`src/rv32i_pkg.sv`:
```
package rv32i_pkg;

    typedef logic [31:0] rv32i_word;

    // major opcodes, bits [6:0] of the instruction
    typedef enum logic [6:0] {
        op_lui   = 7'b0110111,
        op_auipc = 7'b0010111,
        op_jal   = 7'b1101111,
        op_jalr  = 7'b1100111,
        op_br    = 7'b1100011,
        op_load  = 7'b0000011,
        op_store = 7'b0100011,
        op_imm   = 7'b0010011,
        op_reg   = 7'b0110011,
        op_csr   = 7'b1110011
    } rv32i_opcode;

    // format layouts, msb first
    typedef struct packed {
        logic [6:0] funct7;
        logic [4:0] rs2;
        logic [4:0] rs1;
        logic [2:0] funct3;
        logic [4:0] rd;
        logic [6:0] opcode;
    } r_format;

    typedef struct packed {
        logic [11:0] imm;
        logic [4:0]  rs1;
        logic [2:0]  funct3;
        logic [4:0]  rd;
        logic [6:0]  opcode;
    } i_format;

    typedef struct packed {
        logic [6:0] imm_11_5;
        logic [4:0] rs2;
        logic [4:0] rs1;
        logic [2:0] funct3;
        logic [4:0] imm_4_0;
        logic [6:0] opcode;
    } s_format;

    typedef struct packed {
        logic       imm_12;
        logic [5:0] imm_10_5;
        logic [4:0] rs2;
        logic [4:0] rs1;
        logic [2:0] funct3;
        logic [3:0] imm_4_1;
        logic       imm_11;
        logic [6:0] opcode;
    } b_format;

    typedef struct packed {
        logic [19:0] imm_31_12;
        logic [4:0]  rd;
        logic [6:0]  opcode;
    } u_format;

    typedef struct packed {
        logic       imm_20;
        logic [9:0] imm_10_1;
        logic       imm_11;
        logic [7:0] imm_19_12;
        logic [4:0] rd;
        logic [6:0] opcode;
    } j_format;

    // one word, six views
    typedef union packed {
        r_format r;
        i_format i;
        s_format s;
        b_format b;
        u_format u;
        j_format j;
    } rv32i_instr;

endpackage

```
`src/issue_pkg.sv`:
```
package issue_pkg;

    // operation class handed to the reservation stations
    typedef enum logic [2:0] {
        ARITH,
        LUI,
        AUIPC,
        BRANCH,
        JAL,
        JALR,
        LD,
        ST
    } op_class;

    localparam int REG_W = 5;   // register number
    localparam int F3_W  = 3;   // funct3

    // packed control word, msb to lsb:
    //   src1_reg  REG_W
    //   src2_reg  REG_W
    //   rd        REG_W
    //   funct3    F3_W
    //   funct7    1      alternate bit only
    //   op        3
    //   src2_data 32
    //   src2_valid 1
    //   cw_pc     32
    localparam int CW_W = 3 * REG_W + F3_W + 1 + $bits(op_class) + 32 + 1 + 32;

endpackage

```
`src/pc_counter.sv`:
```
`timescale 1ns/1ps

module pc_counter #(
    parameter rv32i_pkg::rv32i_word RESET_PC = 32'h0000_0000
) (
    input  logic                 clk,
    input  logic                 rst,
    input  logic                 ld_pc,
    input  logic                 redirect,
    input  rv32i_pkg::rv32i_word redirect_pc,
    output rv32i_pkg::rv32i_word pc
);

    // redirect wins over the sequential step
    always_ff @(posedge clk) begin
        if (rst) begin
            pc <= RESET_PC;
        end else if (redirect) begin
            pc <= redirect_pc;
        end else if (ld_pc) begin
            pc <= pc + 32'd4;   // next word, no compressed support
        end
    end

endmodule

```
`src/fetch_ctrl.sv`:
```
`timescale 1ns/1ps

module fetch_ctrl (
    input  logic clk,
    input  logic rst,
    input  logic instr_mem_resp,
    input  logic iq_accept,
    input  logic redirect,
    output logic instr_read,
    output logic ld_instr,
    output logic ld_iq,
    output logic ld_pc
);

    typedef enum logic [1:0] {
        RESET,
        FETCH,
        CREATE,
        STALL
    } state_t;

    state_t state, next_state;
    logic   discard;   // response of a redirected request still to come

    always_ff @(posedge clk) begin
        if (rst) begin
            state   <= RESET;
            discard <= 1'b0;
        end else begin
            state <= next_state;
            if (redirect) begin
                // request in flight with no answer yet, drop its answer later
                discard <= (state == FETCH) && !instr_mem_resp;
            end else if (instr_mem_resp) begin
                discard <= 1'b0;
            end
        end
    end

    always_comb begin
        next_state = state;
        case (state)
            RESET: next_state = FETCH;
            FETCH: begin
                if (redirect) begin
                    next_state = FETCH;
                end else if (instr_mem_resp && !discard) begin
                    next_state = CREATE;
                end
            end
            CREATE: begin
                if (redirect || iq_accept) begin
                    next_state = FETCH;
                end else begin
                    next_state = STALL;
                end
            end
            STALL: begin
                if (redirect || iq_accept) begin
                    next_state = FETCH;
                end
            end
            default: next_state = RESET;
        endcase
    end

    // request held until the response arrives
    assign instr_read = (state == FETCH);
    assign ld_instr   = instr_mem_resp && (state == FETCH) && !discard;
    assign ld_iq      = (state == CREATE) || (state == STALL);
    assign ld_pc      = ld_iq && iq_accept;   // step only once the entry is taken

endmodule

```
`src/instr_decoder.sv`:
```
`timescale 1ns/1ps

module instr_decoder (
    input  logic                             clk,
    input  logic                             rst,
    input  logic                             ld_instr,
    input  rv32i_pkg::rv32i_word             instr_rdata,
    input  rv32i_pkg::rv32i_word             pc,
    output logic [issue_pkg::REG_W-1:0]      src1_reg,
    output logic [issue_pkg::REG_W-1:0]      src2_reg,
    output logic [issue_pkg::REG_W-1:0]      rd,
    output logic [issue_pkg::F3_W-1:0]       funct3,
    output logic                             funct7,
    output issue_pkg::op_class               op,
    output rv32i_pkg::rv32i_word             src2_data,
    output logic                             src2_valid,
    output rv32i_pkg::rv32i_word             cw_pc
);

    import rv32i_pkg::*;
    import issue_pkg::*;

    rv32i_instr  ir;
    rv32i_word   ir_pc;
    rv32i_opcode opcode;
    rv32i_word   i_imm, s_imm, b_imm, u_imm, j_imm;

    // instruction register and the pc it was fetched from
    always_ff @(posedge clk) begin
        if (rst) begin
            ir    <= '0;
            ir_pc <= '0;
        end else if (ld_instr) begin
            ir    <= instr_rdata;
            ir_pc <= pc;
        end
    end

    assign opcode   = rv32i_opcode'(ir.r.opcode);
    assign src1_reg = ir.r.rs1;
    assign src2_reg = ir.r.rs2;
    assign rd       = ir.r.rd;
    assign funct3   = ir.r.funct3;
    assign funct7   = ir.r.funct7[5];   // sub / sra select
    assign cw_pc    = ir_pc;

    assign i_imm = {{20{ir.i.imm[11]}}, ir.i.imm};
    assign s_imm = {{20{ir.s.imm_11_5[6]}}, ir.s.imm_11_5, ir.s.imm_4_0};
    assign b_imm = {{19{ir.b.imm_12}}, ir.b.imm_12, ir.b.imm_11,
                    ir.b.imm_10_5, ir.b.imm_4_1, 1'b0};
    assign u_imm = {ir.u.imm_31_12, 12'h000};
    assign j_imm = {{11{ir.j.imm_20}}, ir.j.imm_20, ir.j.imm_19_12,
                    ir.j.imm_11, ir.j.imm_10_1, 1'b0};

    always_comb begin
        op         = ARITH;
        src2_data  = '0;
        src2_valid = 1'b0;
        case (opcode)
            op_lui: begin
                op         = LUI;
                src2_data  = u_imm;
                src2_valid = 1'b1;
            end
            op_auipc: begin
                op         = AUIPC;
                src2_data  = u_imm;
                src2_valid = 1'b1;
            end
            op_jal: begin
                op         = JAL;
                src2_data  = j_imm;
                src2_valid = 1'b1;
            end
            op_jalr: begin
                op         = JALR;
                src2_data  = i_imm;
                src2_valid = 1'b1;
            end
            op_br: begin
                op         = BRANCH;
                src2_data  = b_imm;
                src2_valid = 1'b1;
            end
            op_load: begin
                op         = LD;
                src2_data  = i_imm;
                src2_valid = 1'b1;
            end
            op_store: begin
                op         = ST;
                src2_data  = s_imm;
                src2_valid = 1'b1;
            end
            op_imm, op_csr: begin   // csr issues as arith
                src2_data  = i_imm;
                src2_valid = 1'b1;
            end
            default: ;   // reg and unknown opcodes, no immediate
        endcase
    end

endmodule

```
`src/instr_queue.sv`:
```
`timescale 1ns/1ps

module instr_queue #(
    parameter int IQ_DEPTH = 4
) (
    input  logic                        clk,
    input  logic                        rst,
    input  logic                        flush,
    input  logic                        ld_iq,
    input  logic [issue_pkg::REG_W-1:0] dec_src1_reg,
    input  logic [issue_pkg::REG_W-1:0] dec_src2_reg,
    input  logic [issue_pkg::REG_W-1:0] dec_rd,
    input  logic [issue_pkg::F3_W-1:0]  dec_funct3,
    input  logic                        dec_funct7,
    input  issue_pkg::op_class          dec_op,
    input  rv32i_pkg::rv32i_word        dec_src2_data,
    input  logic                        dec_src2_valid,
    input  rv32i_pkg::rv32i_word        dec_cw_pc,
    input  logic                        iq_deq,
    output logic                        iq_accept,
    output logic                        iq_valid,
    output logic [issue_pkg::REG_W-1:0] src1_reg,
    output logic [issue_pkg::REG_W-1:0] src2_reg,
    output logic [issue_pkg::REG_W-1:0] rd,
    output logic [issue_pkg::F3_W-1:0]  funct3,
    output logic                        funct7,
    output issue_pkg::op_class          op,
    output rv32i_pkg::rv32i_word        src2_data,
    output logic                        src2_valid,
    output rv32i_pkg::rv32i_word        cw_pc
);

    import issue_pkg::*;

    localparam int PTR_W = $clog2(IQ_DEPTH);

    logic [CW_W-1:0]           entries [IQ_DEPTH];
    logic [CW_W-1:0]           wr_word;
    logic [PTR_W-1:0]          rd_ptr, wr_ptr;
    logic [PTR_W:0]            count;
    logic                      full, empty, pop;
    logic [$bits(op_class)-1:0] head_op;

    assign full      = (count == IQ_DEPTH[PTR_W:0]);
    assign empty     = (count == '0);
    assign iq_accept = ld_iq && !full;
    assign pop       = iq_deq && !empty;   // pop on empty is ignored
    assign iq_valid  = !empty;

    assign wr_word = {dec_src1_reg, dec_src2_reg, dec_rd, dec_funct3, dec_funct7,
                      dec_op, dec_src2_data, dec_src2_valid, dec_cw_pc};

    always_ff @(posedge clk) begin
        if (iq_accept) begin
            entries[wr_ptr] <= wr_word;
        end
    end

    // pointers wrap on their own, depth is a power of two
    always_ff @(posedge clk) begin
        if (rst || flush) begin
            rd_ptr <= '0;
            wr_ptr <= '0;
            count  <= '0;
        end else begin
            if (iq_accept) begin
                wr_ptr <= wr_ptr + 1'b1;
            end
            if (pop) begin
                rd_ptr <= rd_ptr + 1'b1;
            end
            count <= count + (iq_accept ? 1'b1 : 1'b0) - (pop ? 1'b1 : 1'b0);
        end
    end

    assign {src1_reg, src2_reg, rd, funct3, funct7, head_op,
            src2_data, src2_valid, cw_pc} = entries[rd_ptr];
    assign op = op_class'(head_op);

endmodule

```
`src/fetch_decode_top.sv`:
```
`timescale 1ns/1ps

module fetch_decode_top #(
    parameter rv32i_pkg::rv32i_word RESET_PC = 32'h0000_0000,
    parameter int                   IQ_DEPTH = 4
) (
    input  logic                        clk,
    input  logic                        rst,
    input  logic                        instr_mem_resp,
    input  rv32i_pkg::rv32i_word        instr_rdata,
    output logic                        instr_read,
    output rv32i_pkg::rv32i_word        instr_mem_address,
    input  logic                        redirect,
    input  rv32i_pkg::rv32i_word        redirect_pc,
    input  logic                        iq_deq,
    output logic                        iq_valid,
    output logic [issue_pkg::REG_W-1:0] src1_reg,
    output logic [issue_pkg::REG_W-1:0] src2_reg,
    output logic [issue_pkg::REG_W-1:0] rd,
    output logic [issue_pkg::F3_W-1:0]  funct3,
    output logic                        funct7,
    output issue_pkg::op_class          op,
    output rv32i_pkg::rv32i_word        src2_data,
    output logic                        src2_valid,
    output rv32i_pkg::rv32i_word        cw_pc
);

    import rv32i_pkg::*;
    import issue_pkg::*;

    logic ld_instr, ld_iq, ld_pc, iq_accept;

    // decoder to queue
    logic [REG_W-1:0] dec_src1_reg, dec_src2_reg, dec_rd;
    logic [F3_W-1:0]  dec_funct3;
    logic             dec_funct7, dec_src2_valid;
    op_class          dec_op;
    rv32i_word        dec_src2_data, dec_cw_pc;

    pc_counter #(
        .RESET_PC (RESET_PC)
    ) pc_counter_inst (
        .clk         (clk),
        .rst         (rst),
        .ld_pc       (ld_pc),
        .redirect    (redirect),
        .redirect_pc (redirect_pc),
        .pc          (instr_mem_address)   // the pc is the fetch address
    );

    fetch_ctrl fetch_ctrl_inst (
        .clk            (clk),
        .rst            (rst),
        .instr_mem_resp (instr_mem_resp),
        .iq_accept      (iq_accept),
        .redirect       (redirect),
        .instr_read     (instr_read),
        .ld_instr       (ld_instr),
        .ld_iq          (ld_iq),
        .ld_pc          (ld_pc)
    );

    instr_decoder instr_decoder_inst (
        .clk         (clk),
        .rst         (rst),
        .ld_instr    (ld_instr),
        .instr_rdata (instr_rdata),
        .pc          (instr_mem_address),
        .src1_reg    (dec_src1_reg),
        .src2_reg    (dec_src2_reg),
        .rd          (dec_rd),
        .funct3      (dec_funct3),
        .funct7      (dec_funct7),
        .op          (dec_op),
        .src2_data   (dec_src2_data),
        .src2_valid  (dec_src2_valid),
        .cw_pc       (dec_cw_pc)
    );

    instr_queue #(
        .IQ_DEPTH (IQ_DEPTH)
    ) instr_queue_inst (
        .clk            (clk),
        .rst            (rst),
        .flush          (redirect),   // redirect empties the queue
        .ld_iq          (ld_iq),
        .dec_src1_reg   (dec_src1_reg),
        .dec_src2_reg   (dec_src2_reg),
        .dec_rd         (dec_rd),
        .dec_funct3     (dec_funct3),
        .dec_funct7     (dec_funct7),
        .dec_op         (dec_op),
        .dec_src2_data  (dec_src2_data),
        .dec_src2_valid (dec_src2_valid),
        .dec_cw_pc      (dec_cw_pc),
        .iq_deq         (iq_deq),
        .iq_accept      (iq_accept),
        .iq_valid       (iq_valid),
        .src1_reg       (src1_reg),
        .src2_reg       (src2_reg),
        .rd             (rd),
        .funct3         (funct3),
        .funct7         (funct7),
        .op             (op),
        .src2_data      (src2_data),
        .src2_valid     (src2_valid),
        .cw_pc          (cw_pc)
    );

endmodule

```
`config.mk`:
```
export PLATFORM = sky130hd
export DESIGN_NAME = fetch_decode_top
export DESIGN_NICKNAME = d
export VERILOG_FILES = /design/src/rv32i_pkg.sv /design/src/issue_pkg.sv /design/src/pc_counter.sv /design/src/fetch_ctrl.sv /design/src/instr_decoder.sv /design/src/instr_queue.sv /design/src/fetch_decode_top.sv
export SDC_FILE = /design/constraint.sdc
export NUM_CORES = 1
export LEC_CHECK = 0
export ABC_AREA = 1
export BUFFER_PORTS_ARGS = -buffer_cell sky130_fd_sc_hd__buf_2
export CORE_MARGIN = 2
export CORE_UTILIZATION = 45
export DETAILED_ROUTE_END_ITERATION = 6
export SLEW_MARGIN = 0
export SYNTH_ARGS = -nofsm -noshare
export SYNTH_HDL_FRONTEND = slang
export SYNTH_SLANG_ARGS = --single-unit
```
`constraint.sdc`:
```
create_clock -name clk -period 5.66 [get_ports clk]
set_input_delay 0.283 -clock clk [delete_from_list [all_inputs] [get_ports clk]]
set_output_delay 0.283 -clock clk [all_outputs]
set_load 0.02 [all_outputs]
```
**After elaboration in Yosys (flattened, before gate mapping)**

Memories as Yosys holds them, arrays and structs flattened. A register that Yosys moved wholly into a read port is not among the register bits.
Cells that the tools add are included.

- Register bits after elaboration: 106
- Bits in writable memories: 348
- Bits of input ports: 69
- Logic and storage cells: 69
- Memories: 1

Memory list:

| name | words | bits a word | rd ports | clocked after Yosys merged registers in | write ports | line | RTL |
|---|---|---|---|---|---|---|---|
| instr_queue_inst.entries | 4 | 87 | 1 | 1 | 1 | instr_queue.sv:37 | `logic [CW_W-1:0] entries [IQ_DEPTH];` |

- Add/sub/neg operators: 5
- Equality and inequality tests: 15
- Muxes and demuxes: 18
- Reductions and logical operators: 22

Operator list:

| cell | count |
|---|---|
| $pmux W32 S5 | 1 |
| $mux W32 | 2 |
| $add A32 B3 Y32 const B | 1 |
| $eq A7 B7 Y1 const B | 4 |
| $pmux W3 S7 | 1 |
| $eq A7 B5 Y1 const B | 2 |
| $eq A7 B6 Y1 const B | 2 |
| $mux W2 | 6 |
| $reduce_or A9 Y1 | 1 |
| $pmux W2 S4 | 1 |
| $eq A7 B2 Y1 const B | 1 |
| $logic_and A1 B1 Y1 | 7 |
| $mux W1 | 7 |
| $add A2 B1 Y2 const B | 2 |
| $eq A2 B2 Y1 const B | 2 |
| $logic_not A1 Y1 | 4 |
| $reduce_bool A2 Y1 | 2 |
| $reduce_or A4 Y1 | 1 |
| $add A3 B3 Y3 | 1 |
| $eq A3 B3 Y1 const B | 1 |
| $logic_not A3 Y1 | 1 |
| $logic_or A1 B1 Y1 | 3 |
| $ne A3 B1 Y1 const B | 1 |
| $sub A3 B3 Y3 | 1 |
| other kinds (5) | 5 |

**Longest topological paths before layout**

Gate-level depths: netlist of run 1.

- Depth in word-level cells: 6
- Gate-level depth with buffers: 12
- Depth with buffers taken out: 12

**By module**

From an unflattened synthesis of run 1, not the netlist that was laid out.

- Cells, all modules: 1712
- Area, all modules: 18875.6 um^2

Modules (own cells, without submodules):

| module | times used | cells an instance | area an instance (um^2) | sequential area each (um^2) |
|---|---|---|---|---|
| instr_queue | 1 | 910 | 13399.1 | 10630.2 |
| instr_decoder | 1 | 431 | 3120.5 | 1281.2 |
| pc_counter | 1 | 331 | 2107.0 | 640.6 |
| fetch_ctrl | 1 | 40 | 249.0 | 60.1 |

**Least setup slack after synthesis of run 1**

No wires, ideal clock.

- Path kind: reg2reg
- Start: register fetch_ctrl_inst.state[0]
- End: memory instr_queue_inst.entries[0][0] (netlist bit), enable pin
- Setup time: 533 ps
- Data arrival time: 4585 ps
- Required time: 5127 ps
- Slack: 542 ps
- Cell stages (with the launch flop): 7
- Path buffers: 1
- Cell sequence: dfxtp_1 > inv_1 > ha_1 > or2_1 > nand2_4 > buf_4 > nor2_1

- Word-level cells in the longest chain between the ends: 5
- Elaborated cells between the ends (all ways): 6
- Classes of those cells: eq/ne: 2; mux: 2; reduce/logical: 2

RTL lines:

| what | line | RTL |
|---|---|---|
| start, declared | fetch_ctrl.sv:22 | `state_t state, next_state;` |
| start signal, assigned | fetch_ctrl.sv:30 | `state <= next_state;` |
| $eq A2 B2 Y1 | fetch_ctrl.sv:70 | `assign ld_iq = (state == CREATE) \|\| (state == STALL);` |
| $logic_or A1 B1 Y1 * | fetch_ctrl.sv:70 |  |
| $logic_and A1 B1 Y1 * | instr_queue.sv:46 | `assign iq_accept = ld_iq && !full;` |
| $mux W1 * | instr_queue.sv:54 | `if (iq_accept) begin` |
| $mux W1 (not written as such) * | instr_queue.sv:55 | `entries[wr_ptr] <= wr_word;` |
| end, declared | instr_queue.sv:37 |  |

Mark *: on every way between the ends. The rest lies on a longest branch, timed or not.

==> metrics.txt, run 1 <==
initial core utilization=0.457; Final TNS setup=0 ns; HPWL after detailed placement=28800 um; clk sinks=456; number of buffers between clock root and the deepest sink=3; power per cell area=348 nW/um2; launch point of the worst reg-to-reg path=fetch_ctrl_inst.state[0]; remaining antenna violation count=0; category of the worst setup path launch point=flop; Hold Path End=pc_counter_inst.pc[8]; leakage dissipation=7.68 nW; footprint of the multi-input gates=4890 um2; Remaining DRCs=0; vias in the first global route=12300; final setup violation count=0; post-CTS setup repair buffer count=0; Max stage delay cell, worst path=sky130_fd_sc_hd__buf_4; total clock buffers created by CTS=47; worst path required time=5.38 ns; fraction of final layout cells sized beyond drive strength 1=0.174; hold violation count in the final report=0; TritonCTS clock tree=done; number of vias after detailed routing=12800; worst slew slack as a fraction of its limit=0.229; register cell area after layout=12600 um2; Layout Nets=1913; r2r worst-path depth=6; syn_nets=1733; worst slew pin tran=1.16 ns; Synth cell types=40; register-to-register setup slack=2.74 ns; number of levels in the clock H-tree=2; Setup Crit Path Kind=flop to output port; maximum clock skew at final layout=0.0192 ns; number of max-slew violations in the final report=0; max-cap check violation count=0; number of inserted diodes=0; largest net degree at the start of global routing=104; share of the clock period used by the worst path after layout=0.621; crit path DAT=3.23 ns; worst voltage drop across the vdd grid=210 uV; Non-Filler Cell Area, Final=21400 um2; Std-Cell Core Area=39900 um2; worst hold path cell count=3; Chip Height=205 um; post-detailed-routing wire length=47100 um; top-level I/O count=190; Ys Warns=0; synthesized area per cell=11.0 um2; gate count of the mapped netlist=1653; Max Freq=285 MHz; average routed wire per standard cell=19.7 um; FILL cells=3458; total number of placement rows=73; full die area=42200 um2; PortBufs=189; overflow left after global routing=0; post-placement cell area=19600 um2; horizontal extent of the die=205 um; antenna violations before repair=0; mapped cell area=18200 um2; wire length of the first global-routing pass=71700 um; share of synthesized area occupied by flip-flops and latches=0.691; total routing resource utilization after global routing=0.224; Hold Path Class=input pin to flop; element type at the critical path end=output port; worst path cell trace=buf_4, o21ai_0, o22ai_1, buf_2; critical-path maximum fanout=103; TritonRoute pass-1 iters=5; root buffer selected by CTS=sky130_fd_sc_hd__clkbuf_16; Final min period=3.51 ns; clock transition at the registers of the reported paths=0.06 ns; via count normalized by instance count=5.35; FF-to-FF End=instr_queue_inst.entries[0][82]; RSZ-0062 raised after global routing=no; Detailed Route Iter0 Violations=981; status=finished, final reports clean; RePlAce Congestion=0.887; area grow syn2layout=17.6%; delay of the slowest critical-path stage=0.90 ns; startpoint of the tightest hold check path=redirect_pc[8]; insertion delay to the later sink of the worst-skew pair=0.57 ns; post-synthesis register bit count=456
-- placed cells by master (no fill, tap or decap), types with 2 or more instances in the layout --
master                            n
sky130_fd_sc_hd__o21ai_1         13
sky130_fd_sc_hd__nor2_1         286
sky130_fd_sc_hd__nor2_4           7
sky130_fd_sc_hd__nand2_1        174
sky130_fd_sc_hd__buf_4           14
sky130_fd_sc_hd__o22ai_1         89
sky130_fd_sc_hd__nand4_1          4
sky130_fd_sc_hd__nand2_4          3
sky130_fd_sc_hd__inv_4            2
sky130_fd_sc_hd__nand3b_1         2
sky130_fd_sc_hd__dfxtp_1        106
sky130_fd_sc_hd__nand2_2          3
sky130_fd_sc_hd__clkbuf_8         6
sky130_fd_sc_hd__clkinv_1         4
sky130_fd_sc_hd__clkbuf_16       50
sky130_fd_sc_hd__clkbuf_1         9
sky130_fd_sc_hd__nand3_2          3
sky130_fd_sc_hd__edfxtp_1       348
sky130_fd_sc_hd__xor2_1           5
sky130_fd_sc_hd__or2_2            2
sky130_fd_sc_hd__a21oi_1         69
sky130_fd_sc_hd__a31oi_1          6
sky130_fd_sc_hd__bufinv_16        7
sky130_fd_sc_hd__clkinvlp_4       3
sky130_fd_sc_hd__clkinv_2         7
sky130_fd_sc_hd__o21ai_0        253
sky130_fd_sc_hd__xnor2_1          3
sky130_fd_sc_hd__ha_1            10
sky130_fd_sc_hd__o211ai_1         2
sky130_fd_sc_hd__o21ai_2         10
sky130_fd_sc_hd__nor2_2           9
sky130_fd_sc_hd__nor3b_1          3
sky130_fd_sc_hd__inv_2            5
sky130_fd_sc_hd__buf_2          189
sky130_fd_sc_hd__nand3_1         41
sky130_fd_sc_hd__dlygate4sd3_1   19
sky130_fd_sc_hd__inv_1           94
-- area by class of cell --
class	count	share of cell area
Clock buffer	65	0.0638
Inverter	101	0.0178
Multi-Input combinational cell	1005	0.228
Sequential cell	456	0.588
Tap cell	525	0.0306
Clock inverter	22	0.0136
Timing Repair Buffer	222	0.0579
-- report_power, final --
group	internal [W]	switching, W	total (W)
registers	0.00369	0.000100	0.00379
clock network	0.00201	0.00128	0.00328
logic	0.000127	0.000269	0.000396
total	0.00583	0.00165	0.00747
-- logic make-up (layout without fill, tap and decap cells) --
family,after synthesis,after routing,synth area share
compound gates,444,444,0.131
xor+xnor,8,8,0.00384
fa+ha+maj,11,11,0.00796
buf+inv,192,410,0.0425
flops,456,456,0.691
simple gates,542,542,0.123
-- stage by stage --
| step | setup WS (ns) | cells | hold WS, ns | total power, W | utilization |
|---|---|---|---|---|---|
| final | 2.15 | 2396 | 0.0243 | 0.00747 | 0.537 |
| after floorplan | 0.542 | 1653 | 0.352 | 0.00407 | - |
| after CTS | 2.12 | 2396 | 0.000568 | 0.00753 | 0.537 |
| after detailed placement | 2.74 | 2290 | 0.473 | 0.00425 | 0.491 |
| after global placement | 2.77 | 2290 | 0.466 | 0.00424 | 0.491 |
| after global routing | 1.96 | 2396 | 0.0334 | 0.00771 | 0.537 |
-- registers in the layout, summed over array words and instances (netlist names), named ones only --
name,cells
instr_queue_inst.entries,348
instr_decoder_inst.cw_pc,32
instr_decoder_inst.ir,32
pc_counter_inst.pc,32
instr_queue_inst.count,3
fetch_ctrl_inst.state,2
instr_queue_inst.rd_ptr,2
instr_queue_inst.wr_ptr,2
fetch_ctrl_inst.discard,1
-- per-layer routing --
metal  share of wire  vias up  track usage
met4           0.024        0       0.0665
met2            0.47      439        0.367
met3           0.069       80       0.0371
li1                -     6171            -
met1            0.43     6138        0.308
met5               0        -            0
-- critical path: cells and delay by family, from the launching register on --
family	cells	cell delay [ns]
buffers and inverters	2	1.14
AOI/OAI and AO/OA	2	0.59
DFF	1	0.82
-- repair_timing --
action	in CTS	in global routing
gates resized for setup	0	0
hold buffers	19	0
hold endpoints to repair	19	0
-- synthesized netlist by cell type --
cell type / n / area share
sky130_fd_sc_hd__edfxtp_1: 348 / 0.57
sky130_fd_sc_hd__nor2_1: 291 / 0.060
sky130_fd_sc_hd__o21ai_0: 253 / 0.069
sky130_fd_sc_hd__nand2_1: 174 / 0.036
sky130_fd_sc_hd__dfxtp_1: 108 / 0.12
sky130_fd_sc_hd__inv_1: 96 / 0.020
sky130_fd_sc_hd__o22ai_1: 89 / 0.031
sky130_fd_sc_hd__a21oi_1: 69 / 0.019
sky130_fd_sc_hd__clkbuf_1: 65 / 0.013
sky130_fd_sc_hd__nand3_1: 42 / 0.012
sky130_fd_sc_hd__buf_2: 15 / 0.0041
sky130_fd_sc_hd__o21ai_1: 13 / 0.0036
sky130_fd_sc_hd__ha_1: 10 / 0.0069
sky130_fd_sc_hd__o21ai_2: 10 / 0.0048
sky130_fd_sc_hd__nor2_2: 8 / 0.0027
sky130_fd_sc_hd__a31oi_1: 6 / 0.0021
sky130_fd_sc_hd__buf_4: 5 / 0.0021
sky130_fd_sc_hd__inv_2: 5 / 0.0010
sky130_fd_sc_hd__xor2_1: 5 / 0.0024
sky130_fd_sc_hd__nand4_1: 4 / 0.0014
sky130_fd_sc_hd__nand2_2: 3 / 0.0010
sky130_fd_sc_hd__nand2_4: 3 / 0.0019
sky130_fd_sc_hd__nor2_4: 3 / 0.0019
sky130_fd_sc_hd__nor3b_1: 3 / 0.0012
sky130_fd_sc_hd__xnor2_1: 3 / 0.0014
sky130_fd_sc_hd__buf_1: 2 / 0.00041
sky130_fd_sc_hd__buf_6: 2 / 0.0012
sky130_fd_sc_hd__clkbuf_2: 2 / 0.00055
sky130_fd_sc_hd__nand3_2: 2 / 0.0011
sky130_fd_sc_hd__nand3b_1: 2 / 0.00082
sky130_fd_sc_hd__o211ai_1: 2 / 0.00082
sky130_fd_sc_hd__or2_2: 2 / 0.00069
sky130_fd_sc_hd__a211oi_1: 1 / 0.00041
sky130_fd_sc_hd__a22oi_1: 1 / 0.00041
sky130_fd_sc_hd__and3_1: 1 / 0.00034
sky130_fd_sc_hd__fa_1: 1 / 0.0011
sky130_fd_sc_hd__nand4_2: 1 / 0.00069
sky130_fd_sc_hd__nand4_4: 1 / 0.0012
sky130_fd_sc_hd__nor3_4: 1 / 0.00089
sky130_fd_sc_hd__or2_1: 1 / 0.00034
-- how the worst max path moves through the flow --
| stage | from | end | cells past startpoint |
|---|---|---|---|
| after floorplan | fetch_ctrl_inst.state[0] | instr_queue_inst.entries[0][0] | 6 |
| after global placement | flop | cw_pc[12] | 4 |
| after detailed placement | flop | cw_pc[12] | 4 |
| after CTS | flop | cw_pc[12] | 4 |
| after global routing | flop | op[0] | 4 |
| final | flop | cw_pc[12] | 4 |
(Power assumes the default switching activity.)
==> run 2, diff against run 1 <==
- clock period: 5.66 -> 3.41 ns (I/O delays scaled with it)
==> run 2 against run 1 <==
Net effect:
- final area grew 2.1%
- sequential power increased by 66%
- utilization is 1.1 points higher
- power grew 61%
- wire length hardly changed
- die area is the same
- via count is 1.7% higher
- register-to-register slack got worse by 1.7 ns
- final cell count grew 2.3%
- largest power group unchanged
==> metrics.txt, run 2 (synthesized netlist as in run 1, its figures left out) <==
commonest cells after routing, fill and taps aside=sky130_fd_sc_hd__edfxtp_1 (348), sky130_fd_sc_hd__nor2_1 (287), sky130_fd_sc_hd__o21ai_0 (253); Std-Cell Core Area=39900 um2; total routing resource utilization after global routing=0.224; vias in the first global route=12800; worst voltage drop across the vdd grid=319 uV; element type at the critical path end=output port; insertion delay to the later sink of the worst-skew pair=0.57 ns; final setup violation count=0; worst hold path cell count=2; overflow left after global routing=0; average routed wire per standard cell=19.2 um; category of the worst setup path launch point=flop; largest net degree at the start of global routing=175; number of buffers between clock root and the deepest sink=3; root buffer selected by CTS=sky130_fd_sc_hd__clkbuf_16; fraction of final layout cells sized beyond drive strength 1=0.170; maximum clock skew at final layout=0.0123 ns; status=finished, final reports clean; area grow syn2layout=20.1%; register bank with the most flops=instr_queue_inst.entries; Setup Crit Path Kind=flop to output port; FILL cells=3460; top-level I/O count=190; HPWL after detailed placement=28400 um; Final TNS setup=0 ns; PortBufs=189; startpoint of the tightest hold check path=rst; max-cap check violation count=0; remaining antenna violation count=0; power per cell area=548 nW/um2; most common library cell in the layout ignoring fill and taps=sky130_fd_sc_hd__edfxtp_1; r2r worst-path depth=11; met3 track demand over resource in global routing=0.0333; crit path DAT=2.49 ns; worst path cell trace=buf_4, o21ai_0, o22ai_1, buf_2; worst slew slack as a fraction of its limit=0.348; number of max-slew violations in the final report=0; worst path required time=3.24 ns; total power=0.0120 W; FF-to-FF End=instr_queue_inst.count[2]; RePlAce Congestion=0.922; Chip Height=205 um; full die area=42200 um2; hold violation count in the final report=0; total number of placement rows=73; TritonRoute pass-1 iters=4; delay of the slowest critical-path stage=0.75 ns; clock transition at the registers of the reported paths=0.06 ns; Detailed Route Iter0 Violations=782; Layout Nets=1967; max FFs per register=348; register-to-register setup slack=1.09 ns; launch point of the worst reg-to-reg path=fetch_ctrl_inst.state[0]; total clock buffers created by CTS=47; Post-CTS Resized=0; wire length of the first global-routing pass=71800 um; post-detailed-routing wire length=47100 um; GR met1 Demand/Resource=0.293; GRT Max-Usage Layer=met2; Max Freq=375 MHz; leakage dissipation=7.87 nW; Remaining DRCs=0; Hold Path End=pc_counter_inst.pc[17]; clk sinks=456; RSZ-0062 raised after global routing=no; share of the clock period used by the worst path after layout=0.782; worst slew pin tran=0.978 ns; met2 capacity usage during global routing=0.388; Final min period=2.67 ns; number of vias after detailed routing=13100; Hold Path Class=input pin to flop; horizontal extent of the die=205 um; via count normalized by instance count=5.32; initial core utilization=0.457; TritonCTS clock tree=done; antenna violations before repair=1; post-CTS setup repair buffer count=0; critical-path maximum fanout=87; Max stage delay cell, worst path=sky130_fd_sc_hd__buf_4; number of levels in the clock H-tree=2
[run 2: cell type report]
type                            count  area [um2]  area share
Sequential cell                   456       12600       0.576
Multi-Input combinational cell   1005        4890       0.223
Timing Repair Buffer              276        1860      0.0850
Clock buffer                       60        1240      0.0568
Tap cell                          525         657      0.0300
Inverter                          101         383      0.0175
Clock inverter                     28         249      0.0114
Antenna cell                        1        2.50    0.000114
[run 2: power breakdown]
| group | leakage (nW) | internal [W] | switching [W] |
|---|---|---|---|
| Clock | 0.729 | 0.00289 | 0.00211 |
| Sequential | 3.87 | 0.00613 | 0.000162 |
| Combinational | 3.27 | 0.000255 | 0.000454 |
| Total | 7.87 | 0.00927 | 0.00272 |
[run 2: critical path: cells and delay by family (launching register included)]
family	cells	cell delay, ns
AOI/OAI and AO/OA	2	0.58
buffers and inverters	2	0.99
DFF	1	0.34
[run 2: repair_timing]
| item | 4_1_cts | 5_1_grt |
|---|---|---|
| hold endpoints to repair | 65 | 0 |
| hold buffers | 65 | 0 |
| endpoints found under the setup margin | 0 | 0 |
[run 2: routing by layer]
metal / wire length (um) / up-vias
met5: 0 / -
met4: 1140 / 0
met3: 2600 / 75
met2: 23000 / 384
met1: 20400 / 6301
li1: - / 6290
[run 2: per-stage QoR]
stage | util | worst slack [ns] | instances | hold WS [ns] | cell area, um2
6_report | 0.549 | 0.745 | 2452 | 0.0585 | 21900
4_1_cts | 0.549 | 0.672 | 2451 | 0.0240 | 21900
5_1_grt | 0.549 | 0.554 | 2451 | 0.0602 | 21900
3_5_place_dp | 0.495 | 1.12 | 2298 | 0.404 | 19800
2_1_floorplan | - | -0.233 | 1653 | 0.240 | 18300
3_3_place_gp | 0.495 | 1.19 | 2298 | 0.396 | 19800
[run 2: worst max path at each step]
stage,startpoint,end
6_report,flop,cw_pc[26]
5_1_grt,flop,op[0]
4_1_cts,flop,op[0]
3_5_place_dp,fetch_ctrl_inst.state[0],instr_queue_inst.count[2]
3_3_place_gp,fetch_ctrl_inst.state[0],instr_queue_inst.count[2]
2_1_floorplan,fetch_ctrl_inst.state[0],instr_queue_inst.entries[0][0]
==> run 3, diff against run 2 <==
- clock period: 3.41 -> 2.5 ns (I/O delays scaled with it)
==> run 3 against run 2 <==
Net effect:
- die area unchanged
- critical endpoint is now op[2]
- final area up 2.6%
- worst setup slack worse by 0.63 ns
==> metrics.txt, run 3 (synthesized netlist as in run 1, its figures left out) <==
FILL cells=3380; family of cells with the greatest summed delay on the critical path=buffers and inverters; Std-Cell Core Area=39900 um2; vias in the first global route=12700; number of max-slew violations in the final report=0; TritonRoute pass-1 iters=7; HPWL after detailed placement=29900 um; clk sinks=456; RSZ-0062 raised after global routing=no; TritonCTS clock tree=done; full die area=42200 um2; initial core utilization=0.457; max-cap check violation count=0; overflow left after global routing=0; crit path DAT=2.26 ns; Max Freq=420 MHz; share of the clock period used by the worst path after layout=0.952; delay of the slowest critical-path stage=0.48 ns; worst voltage drop across the vdd grid=433 uV; horizontal extent of the die=205 um; hold violation count in the final report=0; average routed wire per standard cell=19.1 um; total clock buffers created by CTS=47; insertion delay to the later sink of the worst-skew pair=0.57 ns; worst path bufs/invs=3; largest net degree at the start of global routing=71; post-detailed-routing wire length=47500 um; register bank with the most flops=instr_queue_inst.entries; worst slew pin tran=0.661 ns; final setup violation count=0; Layout Nets=1996; startpoint of the tightest hold check path=rst; worst slew slack as a fraction of its limit=0.559; post-placement cell area=20100 um2; worst path cell trace=inv_2, buf_12, o21ai_0, o22ai_1, buf_2; most common library cell in the layout ignoring fill and taps=sky130_fd_sc_hd__edfxtp_1; number of levels in the clock H-tree=2; worst path required time=2.38 ns; max FFs per register=348; antenna violations before repair=1; Final min period=2.38 ns; category of the worst setup path launch point=flop; final design utilization=0.563; Max stage delay cell, worst path=sky130_fd_sc_hd__inv_2; Hold Path Class=input pin to flop; commonest cells after routing, fill and taps aside=sky130_fd_sc_hd__edfxtp_1 (348), sky130_fd_sc_hd__nor2_1 (287), sky130_fd_sc_hd__o21ai_0 (253); total number of placement rows=73; Chip Height=205 um; PortBufs=189; maximum clock skew at final layout=0.0179 ns; area grow syn2layout=23.2%; final worst slack=0.119 ns; critical-path maximum fanout=27; fraction of final layout cells sized beyond drive strength 1=0.189; wire length of the first global-routing pass=71900 um; via count normalized by instance count=5.29; top-level I/O count=190; launch point of the worst reg-to-reg path=instr_queue_inst.count[1]; clock transition at the registers of the reported paths=0.06 ns; worst slack at placement=0.238 ns; status=finished, final reports clean; number of buffers between clock root and the deepest sink=3; remaining antenna violation count=0; worst hold margin=0.0546 ns; leakage dissipation=8.14 nW; number of vias after detailed routing=13100; power per cell area=758 nW/um2; Non-Filler Cell Area, Final=22500 um2; root buffer selected by CTS=sky130_fd_sc_hd__clkbuf_16; Detailed Route Iter0 Violations=932; total routing resource utilization after global routing=0.226; element type at the critical path end=output port; Remaining DRCs=0; Setup Crit Path Kind=flop to output port; RePlAce Congestion=0.887; total power=0.0170 W
## run 3: cell count changes in the layout (fill, tap and decap cells not counted), sizes merged
| cell | delta |
|---|---|
| clkbuf | +3 |
| clkinvlp | -3 |
| buf | +24 |
| clkinv | -5 |
| bufinv | +3 |
| dlygate4sd3 | +5 |
| inv | +1 |
## run 3: metrics by stage
stage	cells	setup TNS, ns
global placement	2321	0
global route	2479	0
CTS	2479	0
floorplan	1653	-21.03
detailed placement	2321	0
finish	2480	0
## run 3: what timing repair did
item,4_1_cts,5_1_grt
resized for setup,0,1
endpoints found under the setup margin,1,1
hold endpoints to repair,65,0
buffers inserted,1,0
hold buffers,70,0
## run 3: area by class of cell
class | instances | area [um2] | share of cell area
Antenna cell | 1 | 2.50 | 0.000111
Clock buffer | 63 | 1370 | 0.0609
Clock inverter | 24 | 314 | 0.0140
Inverter | 101 | 382 | 0.0170
Multi-Input combinational cell | 1005 | 4920 | 0.219
Sequential cell | 456 | 12600 | 0.561
Tap cell | 525 | 657 | 0.0292
Timing Repair Buffer | 305 | 2210 | 0.0984
## run 3: path summary, 6_finish.rpt
check | endpoint | slack, ns | cells past startpoint
max | op[2] | 0.12 | 5
min | pc_counter_inst.pc[2] | 0.05 | 3
max reg2reg | instr_queue_inst.count[2] | 0.20 | 12
min reg2reg | fetch_ctrl_inst.discard | 0.49 | 2
## run 3: worst register-to-register path, delay by kind of cell, from the launching register on
family / cells / cell delay [ns]
fa+ha+maj: 3 / 0.80
simple gates: 4 / 0.59
flops: 1 / 0.34
compound gates: 1 / 0.14
xor+xnor: 1 / 0.16
buf+inv: 3 / 0.18
## run 3: layer usage
| metal | vias to the layer above | global-route usage | part of all wire |
|---|---|---|---|
| li1 | 6346 | - | - |
| met5 | - | 0 | 0 |
| met1 | 6281 | 0.295 | 0.42 |
| met3 | 84 | 0.0415 | 0.063 |
| met2 | 408 | 0.377 | 0.48 |
| met4 | 0 | 0.0827 | 0.031 |
## run 3: power by group
part | leakage [nW] | switching (W) | internal (W) | total (W)
clock network | 0.838 | 0.00286 | 0.00459 | 0.00745
registers | 3.87 | 0.000218 | 0.00836 | 0.00857
logic | 3.43 | 0.000636 | 0.000374 | 0.00101
